`config.mk`:
```
export PLATFORM = sky130hd
export DESIGN_NAME = flash_emu
export DESIGN_NICKNAME = d
export VERILOG_FILES = /design/src/flash_pkg.sv /design/src/flash_cmd_decoder.sv /design/src/write_fifo.sv /design/src/sdram_writer.sv /design/src/flash_emu.sv
export VERILOG_INCLUDE_DIRS = /design/src /design/src/src
export SDC_FILE = /design/constraint.sdc
export NUM_CORES = 1
export LEC_CHECK = 0
export BUFFER_PORTS_ARGS = -buffer_cell sky130_fd_sc_hd__clkbuf_2
export CORE_MARGIN = 5
export CORE_UTILIZATION = 35
export DETAILED_ROUTE_END_ITERATION = 12
export HOLD_SLACK_MARGIN = 0.05
export PLACE_DENSITY = 0.49
export SLEW_MARGIN = 20
export SYNTH_ARGS = -nofsm -noshare
export SYNTH_HDL_FRONTEND = slang
export SYNTH_SLANG_ARGS = --single-unit
```
`constraint.sdc`:
```
create_clock -name clk -period 5.81 [get_ports clk]
set_input_delay 0.8715 -clock clk [delete_from_list [all_inputs] [get_ports clk]]
set_output_delay 0.8715 -clock clk [all_outputs]
set_load 0.05 [all_outputs]
```
`src/flash_consts.svh`:
```
`ifndef FLASH_CONSTS_SVH
`define FLASH_CONSTS_SVH

// Host and SDRAM bus widths.
`define FLASH_ADDR_W 23
`define SDRAM_ADDR_W 27

// Erase sector size is 2^FLASH_SECTOR_SHIFT bytes.
`define FLASH_SECTOR_SHIFT 12

`define WRITE_FIFO_DEPTH 4

// Unlock addresses, compared against host address bits 11:1.
`define UNLOCK_ADDR_A 11'h555
`define UNLOCK_ADDR_B 11'h2AA

// Identify responses, selected by host address bits 2:1.
`define ID_BYTE_0 8'h20
`define ID_BYTE_1 8'h7E
`define ID_BYTE_2 8'h00
`define ID_BYTE_3 8'h01

`endif

```
`src/flash_pkg.sv`:
```
`include "flash_consts.svh"

package flash_pkg;

	// *********************************************************************
	// Host side
	// *********************************************************************

	// Host request as sampled every cycle.
	typedef struct packed {
		logic [`FLASH_ADDR_W-1:0] addr;
		logic [7:0]               din;
		logic                     we;
		logic                     ce;
	} host_bus_t;

	// *********************************************************************
	// Memory work
	// *********************************************************************

	typedef enum logic {
		WR_PROGRAM,
		WR_ERASE
	} write_kind_t;

	// One unit of memory work. The addr field is the host byte address.
	typedef struct packed {
		write_kind_t              kind;
		logic [`FLASH_ADDR_W-1:0] addr;
		logic [7:0]               data;
	} write_item_t;

endpackage

```
`src/flash_cmd_decoder.sv`:
```
`timescale 1ns/1ps
`include "flash_consts.svh"

module flash_cmd_decoder
	import flash_pkg::*;
(
	input  logic        clk,
	input  logic        reset,
	input  host_bus_t   host,
	input  logic        busy,
	output logic [7:0]  dout,
	output logic        data_valid,
	output write_item_t item,
	output logic        push,
	input  logic        full,
	output logic        overflow
);

	logic        old_we;
	logic [2:0]  index;
	logic [7:0]  cmd [5];
	logic        identify;
	logic [2:0]  prog_cnt;

	logic        strobe;
	logic        prog_write;
	logic        cmd_write;
	logic [10:0] unlock_addr;
	logic        addr_ok;
	logic        byte_ok;
	logic        seq_ok;
	logic        erase_done;
	logic        push_due;

	// *********************************************************************
	// Write strobe and sequence matching
	// *********************************************************************

	assign strobe = host.we & host.ce & ~old_we;

	// While a program count is pending, a strobe carries data and not a command.
	assign prog_write = strobe & (prog_cnt != 3'd0);
	assign cmd_write  = strobe & (prog_cnt == 3'd0);

	assign unlock_addr = (index == 3'd1 || index == 3'd4) ? `UNLOCK_ADDR_B : `UNLOCK_ADDR_A;
	assign addr_ok = (host.addr[11:1] == unlock_addr) ||
		(index == 3'd0 && host.din == 8'hF0); // Reset may come from any address.

	// Each position checks the new byte and the byte stored before it.
	always_comb begin
		case (index)
			3'd0: byte_ok = host.din == 8'hF0 || host.din == 8'h50 ||
				host.din == 8'h56 || host.din == 8'hAA;
			3'd1: byte_ok = cmd[0] == 8'hAA && host.din == 8'h55;
			3'd2: byte_ok = cmd[1] == 8'h55 && (host.din == 8'h80 ||
				host.din == 8'h90 || host.din == 8'hA0);
			3'd3: byte_ok = cmd[2] == 8'h80 && host.din == 8'hAA;
			3'd4: byte_ok = cmd[3] == 8'hAA && host.din == 8'h55;
			3'd5: byte_ok = cmd[4] == 8'h55 && (host.din == 8'h30 || host.din == 8'h10);
			default: byte_ok = 1'b0;
		endcase
	end

	assign seq_ok = addr_ok & byte_ok;
	assign erase_done = cmd_write & seq_ok & (index == 3'd5) & (host.din == 8'h30);

	// *********************************************************************
	// Write item output
	// *********************************************************************

	assign push_due = prog_write | erase_done;
	assign push = push_due & ~full; // A full FIFO drops the item.

	assign item.kind = erase_done ? WR_ERASE : WR_PROGRAM;
	assign item.addr = host.addr;
	assign item.data = host.din;

	// *********************************************************************
	// Sequence state
	// *********************************************************************

	always_ff @(posedge clk) begin
		if (reset) begin
			old_we   <= 1'b0;
			index    <= 3'd0;
			identify <= 1'b0;
			prog_cnt <= 3'd0;
			overflow <= 1'b0;
		end else begin
			old_we <= host.we;
			if (push_due && full)
				overflow <= 1'b1;
			if (prog_write)
				prog_cnt <= prog_cnt - 3'd1;
			if (cmd_write) begin
				if (!seq_ok) begin
					index <= 3'd0;
				end else begin
					index <= index + 3'd1;
					if (index == 3'd0) begin
						case (host.din)
							8'hF0: begin
								identify <= 1'b0;
								index    <= 3'd0;
							end
							8'h50: begin
								prog_cnt <= 3'd2;
								index    <= 3'd0;
							end
							8'h56: begin
								prog_cnt <= 3'd4;
								index    <= 3'd0;
							end
							default: ;
						endcase
					end
					if (index == 3'd2 && host.din == 8'h90) begin
						identify <= 1'b1;
						index    <= 3'd0;
					end
					if (index == 3'd2 && host.din == 8'hA0) begin
						prog_cnt <= 3'd1;
						index    <= 3'd0;
					end
					if (index == 3'd5)
						index <= 3'd0; // Erase is pushed, chip erase is ignored.
				end
			end
		end
	end

	always_ff @(posedge clk) begin
		if (cmd_write && seq_ok && index < 3'd5)
			cmd[index] <= host.din;
	end

	// *********************************************************************
	// Read data
	// *********************************************************************

	always_comb begin
		if (!host.ce) begin
			dout = 8'hFF;
		end else if (busy) begin
			dout = 8'h00; // Erase in progress.
		end else if (identify) begin
			case (host.addr[2:1])
				2'd0: dout = `ID_BYTE_0;
				2'd1: dout = `ID_BYTE_1;
				2'd2: dout = `ID_BYTE_2;
				default: dout = `ID_BYTE_3;
			endcase
		end else begin
			dout = 8'hFF;
		end
	end

	// Array data itself comes from the SDRAM read path outside.
	assign data_valid = host.ce & ~host.we & (busy | identify);

endmodule

```
`src/write_fifo.sv`:
```
`timescale 1ns/1ps
`include "flash_consts.svh"

module write_fifo #(
	parameter type item_t = logic [7:0]
) (
	input  logic  clk,
	input  logic  reset,
	input  logic  push,
	input  logic  pop,
	input  item_t wr_item,
	output item_t rd_item,
	output logic  full,
	output logic  empty
);

	localparam int DEPTH = `WRITE_FIFO_DEPTH;
	localparam int PTR_W = $clog2(DEPTH);
	localparam logic [PTR_W:0] COUNT_FULL = (PTR_W + 1)'(DEPTH);

	item_t            mem [DEPTH];
	logic [PTR_W-1:0] rd_ptr;
	logic [PTR_W-1:0] wr_ptr;
	logic [PTR_W:0]   count;
	logic             wr_en;
	logic             rd_en;

	function automatic logic [PTR_W-1:0] ptr_inc(input logic [PTR_W-1:0] ptr);
		return (ptr == PTR_W'(DEPTH - 1)) ? '0 : ptr + 1'b1;
	endfunction

	assign full  = count == COUNT_FULL;
	assign empty = count == '0;
	assign wr_en = push & ~full;
	assign rd_en = pop & ~empty;

	assign rd_item = mem[rd_ptr]; // Head is always visible.

	always_ff @(posedge clk) begin
		if (reset) begin
			rd_ptr <= '0;
			wr_ptr <= '0;
			count  <= '0;
		end else begin
			if (wr_en)
				wr_ptr <= ptr_inc(wr_ptr);
			if (rd_en)
				rd_ptr <= ptr_inc(rd_ptr);
			case ({wr_en, rd_en})
				2'b10: count <= count + 1'b1;
				2'b01: count <= count - 1'b1;
				default: ;
			endcase
		end
	end

	always_ff @(posedge clk) begin
		if (wr_en)
			mem[wr_ptr] <= wr_item;
	end

endmodule

```
`src/sdram_writer.sv`:
```
`timescale 1ns/1ps
`include "flash_consts.svh"

module sdram_writer
	import flash_pkg::*;
(
	input  logic                     clk,
	input  logic                     reset,
	input  write_item_t              item,
	input  logic                     empty,
	output logic                     pop,
	input  logic                     sdram_ready,
	input  logic                     sdram_done,
	input  logic [`SDRAM_ADDR_W-1:0] sdram_offset,
	output logic [`SDRAM_ADDR_W-1:0] sdram_addr,
	output logic [7:0]               sdram_din,
	output logic                     sdram_req,
	output logic                     busy
);

	typedef enum logic [1:0] {
		ST_IDLE,
		ST_WAIT,
		ST_REQ
	} state_t;

	state_t                         state;
	logic [`FLASH_SECTOR_SHIFT-1:0] remaining;
	logic                           is_erase;
	logic [`FLASH_ADDR_W-1:0]       sector_base;
	logic [`FLASH_ADDR_W-1:0]       start_addr;
	logic                           last_done;

	// *********************************************************************
	// Item decode
	// *********************************************************************

	assign pop = (state == ST_IDLE) & ~empty;
	assign is_erase = item.kind == WR_ERASE;

	assign sector_base = {item.addr[`FLASH_ADDR_W-1:`FLASH_SECTOR_SHIFT],
		{`FLASH_SECTOR_SHIFT{1'b0}}};
	assign start_addr = is_erase ? sector_base : item.addr;

	// The write that ends the current item.
	assign last_done = (state == ST_REQ) & sdram_done & (remaining == '0);

	// *********************************************************************
	// Handshake control
	// *********************************************************************

	always_ff @(posedge clk) begin
		if (reset) begin
			state     <= ST_IDLE;
			sdram_req <= 1'b0;
			busy      <= 1'b0;
		end else begin
			case (state)
				ST_IDLE: begin
					if (pop) begin
						state <= ST_WAIT;
						busy  <= is_erase; // Only a sweep counts as busy.
					end
				end
				ST_WAIT: begin
					if (sdram_ready) begin
						sdram_req <= 1'b1;
						state     <= ST_REQ;
					end
				end
				ST_REQ: begin
					if (sdram_done) begin
						sdram_req <= 1'b0;
						state     <= last_done ? ST_IDLE : ST_WAIT;
						if (last_done)
							busy <= 1'b0;
					end
				end
				default: state <= ST_IDLE;
			endcase
		end
	end

	// *********************************************************************
	// Address, data and write count
	// *********************************************************************

	always_ff @(posedge clk) begin
		if (pop) begin
			sdram_addr <= sdram_offset + `SDRAM_ADDR_W'(start_addr);
			sdram_din  <= is_erase ? 8'hFF : item.data;
			remaining  <= is_erase ? '1 : '0; // Writes left after the first.
		end else if (state == ST_REQ && sdram_done && !last_done) begin
			sdram_addr <= sdram_addr + 1'b1;
			remaining  <= remaining - 1'b1;
		end
	end

endmodule

```
`src/flash_emu.sv`:
```
`timescale 1ns/1ps
`include "flash_consts.svh"

module flash_emu
	import flash_pkg::*;
(
	input  logic                     clk,
	input  logic                     reset,
	input  host_bus_t                host,
	output logic [7:0]               dout,
	output logic                     data_valid,
	output logic                     overflow,
	input  logic                     sdram_ready,
	input  logic                     sdram_done,
	input  logic [`SDRAM_ADDR_W-1:0] sdram_offset,
	output logic [`SDRAM_ADDR_W-1:0] sdram_addr,
	output logic [7:0]               sdram_din,
	output logic                     sdram_req
);

	write_item_t push_item;
	write_item_t head_item;
	logic        push;
	logic        pop;
	logic        full;
	logic        empty;
	logic        busy;

	flash_cmd_decoder u_decoder (
		.clk        (clk),
		.reset      (reset),
		.host       (host),
		.busy       (busy),
		.dout       (dout),
		.data_valid (data_valid),
		.item       (push_item),
		.push       (push),
		.full       (full),
		.overflow   (overflow)
	);

	write_fifo #(.item_t(write_item_t)) u_fifo (
		.clk     (clk),
		.reset   (reset),
		.push    (push),
		.pop     (pop),
		.wr_item (push_item),
		.rd_item (head_item),
		.full    (full),
		.empty   (empty)
	);

	sdram_writer u_writer (
		.clk          (clk),
		.reset        (reset),
		.item         (head_item),
		.empty        (empty),
		.pop          (pop),
		.sdram_ready  (sdram_ready),
		.sdram_done   (sdram_done),
		.sdram_offset (sdram_offset),
		.sdram_addr   (sdram_addr),
		.sdram_din    (sdram_din),
		.sdram_req    (sdram_req),
		.busy         (busy)
	);

endmodule

```
==> results.tsv, run 1 <==
metric	value	unit
outcome	finished clean	
die footprint	35200	um2
Post-synth top flop	edfxtp_1	
worst vdd ir	180	uV
clock tree buffer depth	3	
Hold Vio Cnt, Final	0	
R2R setup slack	1.50	ns
share of flip-flops with an asynchronous set or reset	0	%
placed cell count	1301	
period utilization	74.2	%
Synth Net Count	910	
Via-to-Cell Ratio	5.01	
IO Pins	110	
clock-pin slew on the worst setup and hold paths	0.06	ns
CTS tree	yes	
Starting Density	35.2	%
GP Congestion	0.780	
fraction of layout cells with a size suffix above 1	21.9	%
routed len/inst	18.3	um
critical path arrival	4.56	ns
Post-synth EDFFs	215	
Max-Cap Viols	0	
Crit Path Class	reg -> reg	
Rows	65	
post-synthesis cell count	806	
CTS Hold Bufs	0	
unrepaired setup endpoints after global routing	false	
total CTS buffers	27	
grt total ovfl	0	
number of remaining DRC errors	0	
Stages on worst setup path	13	
cell area after synthesis	11000	um2
Slew @ Worst Pin	1.10	ns
largest net degree at the start of global routing	50	
H-Tree Depth	1	
number of global-route vias before repair	6874	
Seq. cell area	6900	um2
crit path capture	u_writer.sdram_addr[26]	
DP HPWL	16.6	mm
1st-pass router iterations	4	
setup slack at placement	1.38	ns
Slew headroom	25.9	%
Yosys reg bits	237	
post_cts resized	0	
gr usage total	13.8	%
HP Class	reg -> reg	
die width	188	um
Mapped Avg Cell Area	13.7	um2
Final min period	4.31	ns
Crit path top cell by count	a21oi_1	
Die Span Y	188	um
Port-buffer cells	109	
Core Area	31400	um2
global-route wire length before repair	39.1	mm
NumNets Final	1032	
Post-Layout Cell Count	1348	
Vias	6751	
skew final	0.00870	ns
CP max stage cell	mux4_2	
hold depth	2	
Netlist cell types	59	
Buf/Inv on CP	1	
Num Clock Sinks	237	
root buffer cell	clkbuf_16	
fillcell total	2972	
Pins Over Slew Limit	0	
P per Cell Area	278	nW/um2
Req. time, crit path	6.06	ns
antenna-violating nets left	0	
Post-Layout Inst Area	12900	um2
Worst setup SP type	register	
Worst-Skew Late Latency	0.52	ns
slowest cell delay on critical path	0.83	ns
CP delay by family, top	compound AO/OA/AOI/OAI gates	
Util after Layout	41.0	%
initial antenna violation count	0	
area growth from synthesis to layout	16.5	%
drt initial violations	441	
worst path cell trace	mux4_2, nor2b_1, ha_1, inv_1, fa_1, nand2b_1, a211o_1, a21oi_1, o211ai_1, a31oi_1, nand4_1, xor2_1, a21oi_1	
register area share after synthesis	62.4	%
Setup Fix Bufs, Post-CTS	0	
Register-to-Register Path Depth	13	
antenna cell count	0	
Multi-input gate area	3950	um2
Placed Area	12100	um2
worst reg2reg endpoint	u_writer.sdram_addr[26]	
FMAX	0.232	GHz
final setup fails	0	
worst setup margin	1.50	ns
leakage	4.59	nW
wirelength, routed	24.7	mm
Crit. End Element	register	
yosys warns	0	
critical path fanouts, max	22	
setup TNS	0	ns
[stage by stage]
stage	total power [mW]	hold slack [ns]
floorplan	1.98	0.432
global placement	2.05	0.447
detailed placement	2.05	0.454
CTS	3.62	0.462
global route	3.72	0.487
finish	3.57	0.463
[how the worst min path moves through the flow]
stage | endpoint | from | slack [ns]
2_1_floorplan | u_decoder.identify | u_decoder.identify | 0.43
3_3_place_gp | u_decoder.identify | u_decoder.identify | 0.45
3_5_place_dp | u_decoder.identify | u_decoder.identify | 0.45
4_1_cts | u_decoder.identify | u_decoder.identify | 0.46
5_1_grt | u_decoder.identify | u_decoder.identify | 0.49
6_report | u_decoder.identify | u_decoder.identify | 0.46
[layer usage]
layer / track usage (%) / wire (um)
met2: 22.2 / 11400
met1: 20.0 / 11800
met3: 2.33 / 1150
met4: 2.88 / 353
met5: 0 / 0
[sequential cells by signal, summed over array words and instances, names as in the netlist, named ones only]
signal,flops
u_writer.sdram_req,1
u_decoder.cmd,40
u_fifo.rd_ptr,2
u_writer.remaining,12
u_fifo.wr_ptr,2
u_fifo.count,3
u_decoder.identify,1
u_fifo.mem,128
u_writer.state,2
u_decoder.index,3
u_decoder.overflow,1
u_writer.sdram_addr,27
u_writer.sdram_din,8
u_decoder.prog_cnt,3
u_decoder.old_we,1
u_writer.busy,1
[synthesized netlist by cell type, types with 14 or more instances]
cell,count,area share [%]
clkbuf_1,15,0.51
edfxtp_1,215,58
nand2_1,62,2.1
nand3_1,14,0.63
a21oi_1,49,2.2
inv_1,26,0.88
ha_1,38,4.3
mux4_2,31,6.3
nand4_1,16,0.91
xnor2_1,29,2.3
dfxtp_1,22,4.0
o21ai_0,38,1.7
xor2_1,33,2.6
nor2_1,44,1.5
nor2b_1,19,1.1
[logic make-up after synthesis]
logic type | after synthesis | synth area share [%]
AND/OR/NAND/NOR | 246 | 12.0
multiplexers | 34 | 6.60
adder cells (fa/ha/maj) | 40 | 4.67
flip-flops | 237 | 62.4
AO/OA/AOI/OAI | 135 | 7.45
XOR/XNOR | 62 | 4.92
buffers and inverters | 52 | 1.93
[layout by cell type, fill, tap and decap left out, types with 8 or more instances in the layout]
| cell | n |
|---|---|
| a21o_1 | 9 |
| a21oi_1 | 49 |
| and2_1 | 8 |
| and3_1 | 8 |
| buf_4 | 9 |
| clkbuf_16 | 27 |
| clkbuf_2 | 109 |
| dfxtp_1 | 21 |
| edfxtp_1 | 215 |
| ha_1 | 38 |
| inv_1 | 26 |
| mux4_2 | 31 |
| nand2_1 | 62 |
| nand3_1 | 14 |
| nand3b_1 | 8 |
| nand4_1 | 16 |
| nor2_1 | 44 |
| nor2b_1 | 19 |
| nor3_1 | 13 |
| nor4_1 | 8 |
| o21ai_0 | 37 |
| or2_2 | 10 |
| xnor2_1 | 29 |
| xor2_1 | 33 |
[power breakdown]
part / internal (mW) / switching (mW)
registers: 1.86 / 0.00252
clock network: 0.895 / 0.662
logic: 0.0613 / 0.0953
total: 2.81 / 0.760
[worst register-to-register path, cell delays in order, from the launching register on]
cell	delay, ns
dfxtp_2	0.78
mux4_2	0.84
nor2b_1	0.21
ha_1	0.20
inv_1	0.06
fa_1	0.39
nand2b_1	0.20
a211o_1	0.29
a21oi_1	0.24
o211ai_1	0.20
a31oi_1	0.28
nand4_1	0.14
xor2_1	0.14
a21oi_1	0.08
[cell type report]
type	count	share of cell area (%)
timing repair buffer	118	4.76
multi-input combinational	517	30.7
clock inverter	15	0.884
tap	402	3.91
sequential	237	53.6
inverter	27	0.787
clock buffer	32	5.39
Power figures use the tool's default switching activity.
==> run 2: changes to the inputs <==
--- a/config.mk
+++ b/config.mk
@@ -11,7 +11,7 @@
 export CORE_UTILIZATION = 35
 export DETAILED_ROUTE_END_ITERATION = 12
 export HOLD_SLACK_MARGIN = 0.05
-export PLACE_DENSITY = 0.49
+export PLACE_DENSITY = 0.51
 export SLEW_MARGIN = 20
 export SYNTH_ARGS = -nofsm -noshare
 export SYNTH_HDL_FRONTEND = slang
==> constraint.sdc (replaced) <==
create_clock -name clk -period 3.5 [get_ports clk]
set_input_delay 0.525 -clock clk [delete_from_list [all_inputs] [get_ports clk]]
set_output_delay 0.525 -clock clk [all_outputs]
set_load 0.05 [all_outputs]
==> results.tsv, run 2 (synthesized netlist as in run 1, its figures left out) <==
metric	value	unit
outcome	finished clean	
unrepaired setup endpoints after global routing	true	
antenna-violating nets left	0	
Rows	65	
fraction of layout cells with a size suffix above 1	28.1	%
critical path fanouts, max	6	
Via-to-Cell Ratio	4.92	
Die Span Y	188	um
commonest cells after routing, fill and taps aside	edfxtp_1, clkbuf_2, buf_4	
die width	188	um
hold endpoint	u_fifo.mem[3][28]	
total CTS buffers	27	
R2R setup slack	0.19	ns
critical path arrival	3.75	ns
wirelength, routed	24.7	mm
Starting Density	35.2	%
Crit path top cell by count	inv_1	
Seq. cell area	6900	um2
HP Class	in -> reg	
clock-pin slew on the worst setup and hold paths	0.06	ns
total power	6.26	mW
fillcell total	2921	
Max-Cap Viols	0	
worst vdd ir	410	uV
die footprint	35200	um2
largest reg by FF count	u_fifo.mem	
Req. time, crit path	3.95	ns
initial antenna violation count	1	
Slew @ Worst Pin	0.790	ns
biggest regs	u_fifo.mem x128, u_decoder.cmd x40, u_writer.sdram_addr x27	
number of global-route vias before repair	6979	
number of flip-flops under the largest register name	128	
drt initial violations	364	
root buffer cell	clkbuf_16	
Util after Layout	43.4	%
H-Tree Depth	1	
Hold Vio Cnt, Final	0	
P per Cell Area	459	nW/um2
Core Area	31400	um2
GP Congestion	0.787	
Worst-Skew Late Latency	0.53	ns
Crit. End Element	register	
setup slack at placement	-0.202	ns
clock tree buffer depth	3	
Worst setup SP type	register	
number of remaining DRC errors	0	
skew final	0.0218	ns
Register-to-Register Path Depth	15	
Crit Path Class	reg -> reg	
leakage	5.02	nW
CTS tree	yes	
1st-pass router iterations	5	
CP max stage cell	or4_1	
Num Clock Sinks	237	
routed len/inst	17.4	um
Slew headroom	46.8	%
area growth from synthesis to layout	23.5	%
Pins Over Slew Limit	0	
worst path cell trace	buf_4, ha_2, mux2_2, or4_1, a31oi_1, o41a_2, a31o_2, a21boi_4, inv_1, ha_1, inv_1, fa_1, xor2_1, or3_1, a21oi_1	
final setup fails	0	
Multi-input gate area	4000	um2
gr usage total	13.8	%
FMAX	0.302	GHz
slowest cell delay on critical path	0.57	ns
most common cell after layout, fill and taps aside	edfxtp_1	
period utilization	94.5	%
hold depth	1	
launch point of the worst hold path	host[30]	
Port-buffer cells	109	
largest net degree at the start of global routing	49	
grt total ovfl	0	
Reg-to-Reg Start	u_decoder.index[0]	
DP HPWL	17.8	mm
Final Hold Slack	0.218	ns
IO Pins	110	
Vias	6980	
Final min period	3.31	ns
global-route wire length before repair	39.0	mm
NumNets Final	1100	
worst setup margin	0.192	ns
worst reg2reg endpoint	u_fifo.count[2]	
## run 2: changes by cell type in the layout (fill, tap and decap cells not counted), moves of 2 or more
| cell | before | now |
|---|---|---|
| buf_12 | 0 | 8 |
| ha_1 | 38 | 35 |
| bufinv_16 | 1 | 5 |
| inv_6 | 1 | 3 |
| ha_2 | 0 | 2 |
| buf_4 | 9 | 69 |
| clkinvlp_4 | 6 | 0 |
## run 2: per-layer routing
layer / track usage (%) / routed length [um] / vias up
met1: 19.2 / 11500 / 3353
met3: 2.46 / 1260 / 25
met5: 0 / 0 / -
met4: 3.13 / 341 / 0
li1: - / - / 3456
met2: 22.6 / 11600 / 146
## run 2: how the worst max path moves through the flow
stage,slack [ns],from,endpoint,depth (start not counted)
5_1_grt,-0.05,register,u_writer.sdram_addr[26],13
3_5_place_dp,-0.20,host[3],u_fifo.count[2],15
3_3_place_gp,-0.28,host[3],u_fifo.count[2],15
4_1_cts,0.03,register,u_writer.sdram_addr[26],13
6_report,0.19,u_decoder.index[0],u_fifo.count[2],15
2_1_floorplan,0.02,register,u_writer.sdram_addr[26],15
## run 2: metrics by stage
stage / instance area (um2) / TNS (ns) / cells
3_5_place_dp: 12700 / -3.79 / 1367
4_1_cts: 13600 / 0 / 1415
3_3_place_gp: 12700 / -18.41 / 1367
2_1_floorplan: 11100 / 0 / 806
5_1_grt: 13600 / -0.0765 / 1418
6_report: 13600 / 0 / 1418
## run 2: report_power, final
part           total, mW  leakage, nW  internal, mW  switching [mW]
Combinational      0.296         2.43         0.132           0.164
Sequential          3.08         2.15          3.08         0.00342
Clock               2.88        0.442          1.79            1.10
Total               6.26         5.02          5.00            1.26
## run 2: layout make-up
class	count	area share, %
multi-input combinational	517	29.3
timing repair buffer	186	8.97
clock inverter	15	1.54
inverter	27	0.743
tap	402	3.69
sequential	237	50.6
clock buffer	33	5.12
antenna	1	0.0183
## run 2: timing repair
| action | CTS | global route |
|---|---|---|
| gates resized for setup | 2 | 11 |
| endpoints found under the hold margin | 0 | 0 |
| endpoints found under the setup margin | 2 | 10 |
| pin swaps | 0 | 7 |
| hold buffers | 0 | 0 |
| setup buffers | 0 | 2 |
## run 2: worst max-delay path, delay by kind of cell (launching register included)
| kind | cells | cell delay, ns |
|---|---|---|
| compound gates | 5 | 0.84 |
| xor+xnor | 1 | 0.07 |
| fa+ha+maj | 3 | 0.57 |
| buf+inv | 3 | 0.27 |
| flops | 1 | 0.31 |
| mux | 1 | 0.31 |
| simple gates | 2 | 0.88 |
==> run 3: changes to the inputs <==
--- a/config.mk
+++ b/config.mk
@@ -6,12 +6,13 @@
 export SDC_FILE = /design/constraint.sdc
 export NUM_CORES = 1
 export LEC_CHECK = 0
+export ABC_AREA = 1
 export BUFFER_PORTS_ARGS = -buffer_cell sky130_fd_sc_hd__clkbuf_2
 export CORE_MARGIN = 5
-export CORE_UTILIZATION = 35
+export CORE_UTILIZATION = 45
 export DETAILED_ROUTE_END_ITERATION = 12
 export HOLD_SLACK_MARGIN = 0.05
-export PLACE_DENSITY = 0.51
+export PLACE_DENSITY = 0.63
 export SLEW_MARGIN = 20
 export SYNTH_ARGS = -nofsm -noshare
 export SYNTH_HDL_FRONTEND = slang
==> results.tsv, run 3 <==
metric	value	unit
Die Span Y	172	um
number of flip-flops under the largest register name	128	
Crit path top cell by count	nand2_1	
clock group share of total power	21.6	%
cell area after synthesis	11800	um2
number of remaining DRC errors	0	
Placed Area	12900	um2
outcome	finished clean	
Final Hold Slack	0.208	ns
unrepaired setup endpoints after global routing	false	
period utilization	89.7	%
Worst-Skew Late Latency	0.54	ns
most common cell in the netlist	edfxtp_1	
Starting Density	45.5	%
Netlist cell types	45	
total power	12.4	mW
slowest cell delay on critical path	0.43	ns
clock-pin slew on the worst setup and hold paths	0.06	ns
Post-synth top flop	edfxtp_1	
Via-to-Cell Ratio	5.31	
IO Pins	110	
final setup fails	0	
CTS tree	yes	
Worst setup SP type	register	
fraction of layout cells with a size suffix above 1	17.0	%
die footprint	29500	um2
total CTS buffers	25	
share of flip-flops with an asynchronous set or reset	0	%
die width	172	um
FMAX	0.318	GHz
gr usage total	19.3	%
Synth area leaders	edfxtp_1, nand2_1, nor2_1	
largest reg by FF count	u_fifo.mem	
skew final	0.0122	ns
worst vdd ir	608	uV
yosys warns	0	
Post-Layout Inst Area	13700	um2
critical path fanouts, max	8	
leading area contributor after synthesis	edfxtp_1	
routed len/inst	17.2	um
Num Clock Sinks	237	
setup slack at placement	0.181	ns
commonest cells after routing, fill and taps aside	edfxtp_1, nand2_1, nor2_1	
fillcell total	2315	
1st-pass router iterations	5	
area growth from synthesis to layout	16.2	%
clock tree buffer depth	3	
P_sw	5.44	mW
Vias	8812	
largest net degree at the start of global routing	43	
worst path cell trace	inv_1, ha_1, nand2_1, nor2_1, nand2_1, nand3_1, nand2_1, inv_2, nand3_2, nand2_4, nand2_2, ha_1, inv_1, fa_1, a21oi_1, o21ai_0, o21ai_0, a21oi_1	
antenna-violating nets left	0	
worst setup margin	0.360	ns
register area share after synthesis	58.5	%
Crit Path Class	reg -> reg	
Req. time, crit path	3.92	ns
biggest regs	u_fifo.mem x128, u_decoder.cmd x40, u_writer.sdram_addr x27	
Slew headroom	56.6	%
wirelength, routed	28.5	mm
setup TNS	0	ns
critical path arrival	3.56	ns
Seq. cell area	6900	um2
Hold Vio Cnt, Final	0	
post-synthesis cell count	1187	
GP Congestion	0.863	
Max-Cap Viols	0	
Reg power frac	33.0	%
combinational power share	45.4	%
CP max stage cell	dfxtp_2	
Post-synth EDFFs	215	
switch share	43.8	%
Pins Over Slew Limit	0	
global-route wire length before repair	45.0	mm
Mapped Avg Cell Area	9.93	um2
DP HPWL	20.3	mm
CP delay by family, top	simple AND/OR/NAND/NOR gates	
most common cell after layout, fill and taps aside	edfxtp_1	
Yosys top cell area share	54.8	%
Final min period	3.14	ns
Buf/Inv on CP	3	
Crit. End Element	register	
NumNets Final	1412	
drt initial violations	704	
H-Tree Depth	1	
internal power	6.96	mW
antenna cell count	0	
number of global-route vias before repair	8689	
P per Cell Area	906	nW/um2
Setup Fix Bufs, Post-CTS	0	
Port-buffer cells	109	
Core Area	25900	um2
Slew @ Worst Pin	0.648	ns
HP Class	in -> reg	
Yosys reg bits	237	
Rows	59	
root buffer cell	clkbuf_16	
initial antenna violation count	1	
grt total ovfl	0	
Commonest cells post-synth	edfxtp_1, nand2_1, nor2_1	
Multi-input gate area	4380	um2
Synth Net Count	1291	
leakage	5.42	nW
run 3: timing repair:
item / 4_1_cts / 5_1_grt
gates resized for setup: 0 / 1
hold buffers: 0 / 0
setup endpoints to repair: 0 / 1
run 3: per-stage QoR:
stage,util (%),instances
floorplan,-,1187
global placement,49.6,1616
detailed placement,49.6,1616
CTS,52.8,1661
global route,52.8,1661
finish,52.8,1661
run 3: kinds of logic (layout without fill, tap and decap cells):
| group | Yosys count | count (layout) | synth area share [%] |
|---|---|---|---|
| XOR/XNOR | 34 | 34 | 2.53 |
| adder cells (fa/ha/maj) | 40 | 40 | 4.37 |
| AND/OR/NAND/NOR | 495 | 495 | 18.8 |
| flip-flops | 237 | 237 | 58.5 |
| AO/OA/AOI/OAI | 238 | 238 | 10.9 |
| buffers and inverters | 143 | 282 | 4.81 |
run 3: power groups by stage:
stage	combinational [mW]	clock, mW	sequential [mW]
2_1_floorplan	3.38	0	4.83
3_3_place_gp	5.57	0	4.14
3_5_place_dp	5.60	0	4.15
4_1_cts	5.63	2.73	4.09
5_1_grt	6.29	2.86	4.15
6_report	5.63	2.68	4.09
run 3: layer usage:
metal  share of wire (%)  vias up  routed length (um)  track usage (%)
met5               0.046        -                  13                0
met4                 2.7        2                 772             5.81
met3                 5.6       56                1600             2.57
met2                  51      254               14500             34.9
met1                  41     4133               11600             24.1
li1                    -     4367                   -                -
run 3: layout make-up:
cell class	instances	share of cell area, %
sequential	237	50.4
multi-input combinational	807	32.0
timing repair buffer	129	5.54
clock buffer	28	4.65
tap	335	3.06
inverter	108	2.96
clock inverter	17	1.43
run 3: final timing paths:
kind | start | endpoint | slack (ns) | cells after the start
worst min register to register | u_decoder.identify | u_decoder.identify | 0.48 | 2
worst min-delay path | host[28] | u_fifo.mem[3][26] | 0.21 | 1
worst max-delay path | u_decoder.index[1] | u_fifo.count[2] | 0.36 | 18
worst max register to register | u_decoder.index[1] | u_fifo.count[2] | 0.36 | 18
